==> src/hw/mem_consts.svh <==
`ifndef MEM_CONSTS_SVH
`define MEM_CONSTS_SVH

// Byte address width on both sides
`define MEM_ADDR_W 32

// One bus beat, one processor word
`define MEM_WORD_W 32

// Bus beats per cache line
`define MEM_LINE_WORDS 4

// Whole line as moved between cache and buffer
`define MEM_LINE_W 128

// Direct mapped, so one line per index
`define MEM_CACHE_LINES 16

`endif

==> src/hw/cache_pkg.sv <==
`include "mem_consts.svh"

package cache_pkg;

	// Processor word access
	typedef struct packed {
		logic                   write;  // Store when set
		logic [`MEM_ADDR_W-1:0] addr;   // Word aligned byte address
		logic [`MEM_WORD_W-1:0] wdata;  // Store data
	} cpu_req_t;

	// Response word
	typedef struct packed {
		logic [`MEM_WORD_W-1:0] rdata;  // Load data, don't care on stores
	} cpu_resp_t;

	//////////////////////////////////////////////////
	// Line transfer between cache and mem_buffer
	//////////////////////////////////////////////////

	typedef struct packed {
		logic                   write;  // Writeback when set, fill otherwise
		logic [`MEM_ADDR_W-1:0] addr;   // Line base, low bits zero
		logic [`MEM_LINE_W-1:0] wdata;  // Line to write back
	} line_req_t;

	// Line read data comes back as a plain vector
	// Word 0 sits in the low bits

endpackage

==> src/hw/bus_pkg.sv <==
`include "mem_consts.svh"

package bus_pkg;

	// System bus request, held as a level
	typedef struct packed {
		logic                   rd;     // Read beat pending
		logic                   wr;     // Write beat pending
		logic [`MEM_ADDR_W-1:0] addr;   // Word address of current beat
		logic [`MEM_WORD_W-1:0] wdata;  // Write word of current beat
	} bus_req_t;

	// Beat within a line
	typedef logic [$clog2(`MEM_LINE_WORDS)-1:0] beat_t;

	// Bus side handshake
	// A beat completes on each edge with bus_ready high
	// rdata sampled on that same edge

endpackage

==> src/hw/mem_buffer.sv <==
`include "mem_consts.svh"

module mem_buffer (
	input  logic                   clk,
	input  logic                   reset,

	// Line side
	input  logic                   line_start,  // One cycle strobe
	input  cache_pkg::line_req_t   line_req,
	output logic                   line_done,   // One cycle strobe
	output logic [`MEM_LINE_W-1:0] line_rdata,

	// System bus
	output bus_pkg::bus_req_t      bus_req,
	input  logic [`MEM_WORD_W-1:0] bus_rdata,
	input  logic                   bus_ready
);

	localparam int WORD_W = `MEM_WORD_W;
	localparam int ADDR_W = `MEM_ADDR_W;
	localparam int BYTE_W = $clog2(`MEM_WORD_W / 8);  // Byte offset in a word
	localparam int OFF_W  = $clog2(`MEM_LINE_W / 8);  // Byte offset in a line
	localparam bus_pkg::beat_t LAST_BEAT = bus_pkg::beat_t'(`MEM_LINE_WORDS - 1);

	logic                 active;     // Transfer in progress
	bus_pkg::beat_t       beat;       // Current beat
	cache_pkg::line_req_t req_q;      // Held line request
	logic                 beat_done;  // Beat completes this edge

	assign beat_done = active && bus_ready;

	//////////////////////////////////////////////////
	// Control
	//////////////////////////////////////////////////

	always_ff @(posedge clk) begin
		if (reset) begin
			active    <= 1'b0;
			beat      <= '0;
			line_done <= 1'b0;
		end else begin
			line_done <= 1'b0;  // Strobe by default
			if (line_start) begin
				active <= 1'b1;   // rd/wr rise next cycle
				beat   <= '0;
			end else if (beat_done) begin
				beat <= beat + 1'b1;
				if (beat == LAST_BEAT) begin
					// Drop request and signal cache after the last word
					active    <= 1'b0;
					line_done <= 1'b1;
				end
			end
		end
	end

	//////////////////////////////////////////////////
	// Line data
	//////////////////////////////////////////////////

	always_ff @(posedge clk) begin
		if (line_start)
			req_q <= line_req;  // Address and writeback data
		// Read words land in their beat slot
		if (beat_done && !req_q.write)
			line_rdata[beat*WORD_W +: WORD_W] <= bus_rdata;
	end

	// Bus request straight from held state
	always_comb begin
		bus_req.rd    = active && !req_q.write;
		bus_req.wr    = active && req_q.write;
		bus_req.addr  = {req_q.addr[ADDR_W-1:OFF_W], beat, {BYTE_W{1'b0}}};  // Base + 4*beat
		bus_req.wdata = req_q.wdata[beat*WORD_W +: WORD_W];  // Beat 0 is bits 31:0
	end

	//////////////////////////////////////////////////
	// Checks
	//////////////////////////////////////////////////

	// Stalled beat holds the whole request
	a_stall_hold: assert property (@(posedge clk) disable iff (reset)
		active && !bus_ready |=> $stable(bus_req))
		else $error("mem_buffer: bus_req changed during stall");

	// Cache waits for line_done before next line
	a_no_overlap: assert property (@(posedge clk) disable iff (reset)
		line_start |-> !active)
		else $error("mem_buffer: line_start during transfer");

endmodule

==> src/hw/line_cache.sv <==
`include "mem_consts.svh"

module line_cache (
	input  logic                   clk,
	input  logic                   reset,

	// Processor side
	input  logic                   cpu_valid,   // One cycle request strobe
	input  cache_pkg::cpu_req_t    cpu_req,
	output logic                   resp_valid,  // One cycle response strobe
	output cache_pkg::cpu_resp_t   cpu_resp,

	// Line side toward mem_buffer
	output logic                   line_start,
	output cache_pkg::line_req_t   line_req,
	input  logic                   line_done,
	input  logic [`MEM_LINE_W-1:0] line_rdata
);

	localparam int LINES  = `MEM_CACHE_LINES;
	localparam int WORD_W = `MEM_WORD_W;
	localparam int ADDR_W = `MEM_ADDR_W;
	localparam int IDX_W  = $clog2(`MEM_CACHE_LINES);   // Index bits 7:4
	localparam int OFF_W  = $clog2(`MEM_LINE_W / 8);    // Line offset bits 3:0
	localparam int BYTE_W = $clog2(`MEM_WORD_W / 8);    // Byte in word
	localparam int SEL_W  = $clog2(`MEM_LINE_WORDS);    // Word select bits 3:2
	localparam int TAG_W  = ADDR_W - IDX_W - OFF_W;     // Tag bits 31:8

	typedef enum logic [1:0] {
		S_IDLE,
		S_WRITEBACK,  // Dirty victim going out
		S_FILL,       // Waiting for new line
		S_RESPOND     // Response cycle, store merge
	} state_t;

	state_t state;

	// Storage arrays
	logic [TAG_W-1:0]       tag_mem  [LINES];
	logic [`MEM_LINE_W-1:0] data_mem [LINES];
	logic [LINES-1:0]       valid;
	logic [LINES-1:0]       dirty;

	cache_pkg::cpu_req_t req_q;  // Request being served

	logic [IDX_W-1:0] cpu_idx;
	logic [TAG_W-1:0] cpu_tag;
	logic [IDX_W-1:0] req_idx;
	logic [TAG_W-1:0] req_tag;
	logic [SEL_W-1:0] req_sel;
	logic             hit;
	logic             evict;
	logic             accept;
	logic             wb_done;
	logic             fill_done;
	logic             store_now;

	// Line base of a byte address
	function automatic logic [ADDR_W-1:0] line_base(input logic [ADDR_W-1:0] addr);
		return {addr[ADDR_W-1:OFF_W], {OFF_W{1'b0}}};
	endfunction

	// Lookup on the incoming address
	assign cpu_idx = cpu_req.addr[OFF_W +: IDX_W];
	assign cpu_tag = cpu_req.addr[ADDR_W-1 -: TAG_W];
	assign hit     = valid[cpu_idx] && (tag_mem[cpu_idx] == cpu_tag);
	assign evict   = valid[cpu_idx] && dirty[cpu_idx];  // Only matters on a miss

	// Fields of the held request
	assign req_idx = req_q.addr[OFF_W +: IDX_W];
	assign req_tag = req_q.addr[ADDR_W-1 -: TAG_W];
	assign req_sel = req_q.addr[BYTE_W +: SEL_W];

	assign accept    = (state == S_IDLE) && cpu_valid;
	assign wb_done   = (state == S_WRITEBACK) && line_done;
	assign fill_done = (state == S_FILL) && line_done;
	assign store_now = (state == S_RESPOND) && req_q.write;

	//////////////////////////////////////////////////
	// Miss FSM and valid/dirty bits
	//////////////////////////////////////////////////

	always_ff @(posedge clk) begin
		if (reset) begin
			state      <= S_IDLE;
			line_start <= 1'b0;
			valid      <= '0;
			dirty      <= '0;
		end else begin
			line_start <= 1'b0;
			case (state)
				S_IDLE: begin
					if (cpu_valid) begin
						if (hit) begin
							state <= S_RESPOND;  // Answer next cycle
						end else begin
							line_start <= 1'b1;
							state      <= evict ? S_WRITEBACK : S_FILL;
						end
					end
				end
				S_WRITEBACK: begin
					if (line_done) begin
						line_start <= 1'b1;  // Fill right after writeback
						state      <= S_FILL;
					end
				end
				S_FILL: begin
					if (line_done) begin
						valid[req_idx] <= 1'b1;
						dirty[req_idx] <= 1'b0;  // Fresh copy of memory
						state          <= S_RESPOND;
					end
				end
				default: begin  // S_RESPOND
					if (req_q.write)
						dirty[req_idx] <= 1'b1;
					state <= S_IDLE;
				end
			endcase
		end
	end

	//////////////////////////////////////////////////
	// Request, line request and arrays
	//////////////////////////////////////////////////

	always_ff @(posedge clk) begin
		if (accept) begin
			req_q <= cpu_req;
			if (!hit && evict)  // Victim line from its own tag
				line_req <= '{write: 1'b1,
					addr: {tag_mem[cpu_idx], cpu_idx, {OFF_W{1'b0}}},
					wdata: data_mem[cpu_idx]};
			else if (!hit)
				line_req <= '{write: 1'b0, addr: line_base(cpu_req.addr), wdata: '0};
		end
		if (wb_done)
			line_req <= '{write: 1'b0, addr: line_base(req_q.addr), wdata: '0};
		if (fill_done) begin
			tag_mem[req_idx]  <= req_tag;
			data_mem[req_idx] <= line_rdata;
		end
		// Store merges one word, hit or after fill
		if (store_now)
			data_mem[req_idx][req_sel*WORD_W +: WORD_W] <= req_q.wdata;
	end

	assign resp_valid     = (state == S_RESPOND);
	assign cpu_resp.rdata = data_mem[req_idx][req_sel*WORD_W +: WORD_W];  // Line already in place

	// Processor waits for the response before the next request
	a_req_in_idle: assert property (@(posedge clk) disable iff (reset)
		cpu_valid |-> state == S_IDLE)
		else $error("line_cache: cpu_valid while busy");

endmodule

==> src/hw/dmem_subsys.sv <==
`include "mem_consts.svh"

module dmem_subsys (
	input  logic                   clk,
	input  logic                   reset,

	// Processor side
	input  logic                   cpu_valid,
	input  cache_pkg::cpu_req_t    cpu_req,
	output logic                   resp_valid,
	output cache_pkg::cpu_resp_t   cpu_resp,

	// System bus
	output bus_pkg::bus_req_t      bus_req,
	input  logic [`MEM_WORD_W-1:0] bus_rdata,
	input  logic                   bus_ready
);

	// Cache to buffer line link
	logic                   line_start;
	logic                   line_done;
	cache_pkg::line_req_t   line_req;
	logic [`MEM_LINE_W-1:0] line_rdata;

	line_cache i_line_cache (
		.clk        (clk),
		.reset      (reset),
		.cpu_valid  (cpu_valid),
		.cpu_req    (cpu_req),
		.resp_valid (resp_valid),
		.cpu_resp   (cpu_resp),
		.line_start (line_start),
		.line_req   (line_req),
		.line_done  (line_done),
		.line_rdata (line_rdata)
	);

	mem_buffer i_mem_buffer (
		.clk        (clk),
		.reset      (reset),
		.line_start (line_start),
		.line_req   (line_req),
		.line_done  (line_done),
		.line_rdata (line_rdata),
		.bus_req    (bus_req),
		.bus_rdata  (bus_rdata),
		.bus_ready  (bus_ready)
	);

endmodule

==> config.mk <==
export PLATFORM = sky130hd
export DESIGN_NAME = dmem_subsys
export DESIGN_NICKNAME = d
export VERILOG_FILES = /design/src/hw/cache_pkg.sv /design/src/hw/bus_pkg.sv /design/src/hw/mem_buffer.sv /design/src/hw/line_cache.sv /design/src/hw/dmem_subsys.sv
export VERILOG_INCLUDE_DIRS = /design/src /design/src/hw
export SDC_FILE = /design/constraint.sdc
export NUM_CORES = 2
export LEC_CHECK = 0
export BUFFER_PORTS_ARGS = -buffer_cell sky130_fd_sc_hd__buf_2
export CORE_MARGIN = 1
export CORE_UTILIZATION = 35
export DETAILED_ROUTE_END_ITERATION = 8
export HOLD_SLACK_MARGIN = 0.12
export PLACE_DENSITY = 0.59
export REMOVE_ABC_BUFFERS = 1
export SLEW_MARGIN = 20
export SYNTH_ARGS = -nofsm -noshare
export SYNTH_HDL_FRONTEND = slang
export SYNTH_HIERARCHICAL = 1
export SYNTH_SLANG_ARGS = --single-unit
==> constraint.sdc <==
create_clock -name clk -period 6.5 [get_ports clk]
set_input_delay 0.325 -clock clk [delete_from_list [all_inputs] [get_ports clk]]
set_output_delay 0.325 -clock clk [all_outputs]
set_load 0.05 [all_outputs]
==> results_dict.tcl <==
set metrics [dict create \
    htreeDepth 5 \
    hold_path_end "i_line_cache/req_q[4]$_DFFE_PP_" \
    setup_viol 0 \
    crit_required_ns 7.40 \
    cts-root-buf "clkbuf_16" \
    initial_core_util_pct 35.25 \
    rsz0062_at_grt "false" \
    postCtsSetupRepairBufs 0 \
    p_total_uw 50470 \
    grt_pass1_vias 72150 \
    timing.rr.end "i_line_cache/line_req[23]$_SDFFE_PP0P_" \
    layout_min_cycle_time_ns 5.283 \
    routabilityCongestion 0.8417 \
    p_leak_uw 0.04306 \
    powerDensity_nw_per_um2 338.3 \
    ant_nets 0 \
    clk_latency_ns 0.99 \
    grt_overflow 0 \
    cap_violations 0 \
    wl_per_cell_um 36.89 \
    hp-start "cpu_req[4]" \
    cts.clk_slew.worst_paths_ns 0.06 \
    antenna_found_initial 75 \
    holdPathStages 2 \
    max_freq_mhz 189.3 \
    syn-mean-instance-area_um2 20.99 \
    rows 222 \
    critical_path.max_fanout 100 \
    syn_inst 6159 \
    io_pins 200 \
    syn_to_final_growth_pct 15.43 \
    met2_usage_pct 35.47 \
    whs_ns 0.1694 \
    cp_slowest_stage_delay_ns 0.72 \
    drt_iter0_markers 10120 \
    coreArea_um2 366700 \
    endpoint_kind "register" \
    met3_usage_pct 6.101 \
    met1_usage_pct 30.39 \
    die_h_um 609.7 \
    postRouteWirelength_um 430000 \
    clock_path_buffers 4 \
    num_vias 71870 \
    finClkSkew_ns 0.1269 \
    reg2reg_slack_ns 1.44 \
    vdd_drop_max_v 0.0002638 \
    ctsResizeCount 0 \
    drc_errors 0 \
    worst_pin_slew_ns 1.284 \
    tritoncts.num_buffers 327 \
    fp.dieW_um 609.7 \
    critPathKind "primary input to register" \
    track_usage_pct 22.79 \
    finalCritPeriodShare_pct 81.28 \
    fp.dieArea_um2 371700 \
    finalHoldViolations 0 \
    crit_path_cell_trace "dlygate4sd3_1, buf_8, mux4_2, a222oi_1, o21ai_1, a2111oi_0, o2111ai_1, a2111oi_4, a21oi_1, nor2_4, buf_12, a22o_1" \
    clock-sinks 2980 \
    r2r_cells 10 \
    busiest_layer "met2" \
    slew_headroom_pct 14.19 \
    yosysWarnings 6 \
    grt_pass1_wl_um 590200 \
    netlist_area_um2 129300 \
    first_pass_iters 5 \
    min_path_type "primary input to register" \
    drive_gt1_share_pct 35.49 \
    cts_tree "done" \
    drv_slew 0 \
    cts_hold_buf 125 \
    worstPathArrival_ns 6.18 \
    via_per_inst 6.166 \
    grt_max_degree 125 \
    status "finished, final reports clean" \
    dp_hpwl_um 253900 \
    cp_slowest_cell "a2111oi_0" \
    r2r-start "i_line_cache/tag_mem[11][14]$_DFFE_PP_" \
    numPortBuffers 195 \
    nets 6652 \
    start_kind "primary input" \
]
-- flip-flops by register name, indices dropped and copies added, names as in the netlist, 4 cells and up, named ones only --
register	flops
i_mem_buffer/req_q	129
i_line_cache/data_mem	2048
i_line_cache/req_q	59
i_line_cache/tag_mem	384
i_line_cache/line_req	157
i_line_cache/req_idx	4
i_line_cache/valid	16
i_mem_buffer/line_rdata	128
i_mem_buffer/bus_req	28
-- worst max-delay path by stage --
stage / from / to / slack [ns] / cells past startpoint
detailed placement: cpu_req[37] / i_line_cache/line_req[91]$_SDFFE_PP0P_ / 1.16 / 11
finish: cpu_req[37] / i_line_cache/line_req[23]$_SDFFE_PP0P_ / 1.22 / 12
floorplan: register / cpu_resp[0] / -16.44 / 3
global route: register / cpu_resp[6] / 1.22 / 6
global placement: cpu_req[36] / i_line_cache/line_req[84]$_SDFFE_PP0P_ / 1.35 / 12
CTS: register / cpu_resp[22] / 1.33 / 6
-- report_power, final --
group          leakage, µW  switching [µW]  total, µW  internal (µW)
logic               0.0140            5750       9360           3610
clock network      0.00536            7980      19000          11000
registers           0.0237             701      22100          21400
-- metrics by stage --
step	TNS (ns)	setup slack (ns)	cell area [µm²]	util (%)	std cells
finish	0	1.217	149200	40.69	11660
global route	0	1.216	149100	40.68	11640
CTS	0	1.333	149100	40.67	11630
detailed placement	0	1.156	137000	37.36	10900
global placement	0	1.351	136900	37.32	10890
floorplan	-1081.07	-16.44	127100	-	5667
-- layout by cell type (no fill, tap or decap), drive strengths merged, types with 4 or more instances in the layout --
cell type / instances
dlygate4sd3: 125
inv: 41
dfxtp: 172
nor2b: 10
a22oi: 18
mux2: 10
clkinvlp: 5
nand3: 126
xnor2: 16
clkinv: 132
nor2: 134
xor2: 11
nand2: 268
a22o: 210
clkbuf: 418
ha: 15
o21ai: 48
a21o: 5
diode: 27
nand2b: 5
nor3: 6
bufinv: 32
nor3b: 5
o22ai: 6
mux4: 1377
a2111oi: 5
edfxtp: 2808
nor4b: 4
nand4: 9
mux2i: 99
buf: 415
and2: 69
and3: 81
a32o: 48
a21oi: 33
-- per-layer routing --
| layer | vias up | share of wire (%) |
|---|---|---|
| met2 | 4339 | 46 |
| met5 | - | 0.049 |
| met3 | 844 | 11 |
| met1 | 39320 | 38 |
| met4 | 30 | 4.4 |
| li1 | 27340 | - |
-- layout make-up --
cell class | count | area [µm²]
clock inverter | 189 | 2052
timing repair buffer | 540 | 4353
fill | 32040 | 217500
clock buffer | 418 | 8841
multi-input combinational | 2666 | 39970
sequential | 2980 | 87790
tap | 4816 | 6026
inverter | 21 | 95.09
antenna | 27 | 67.56
-- critical path: cells and delay by family --
family	cells	cell delay, ns
compound gates	7	2.96
buf+inv	3	1.43
mux	1	0.41
simple gates	1	0.37
No activity file was read; power rests on OpenSTA's default activity.
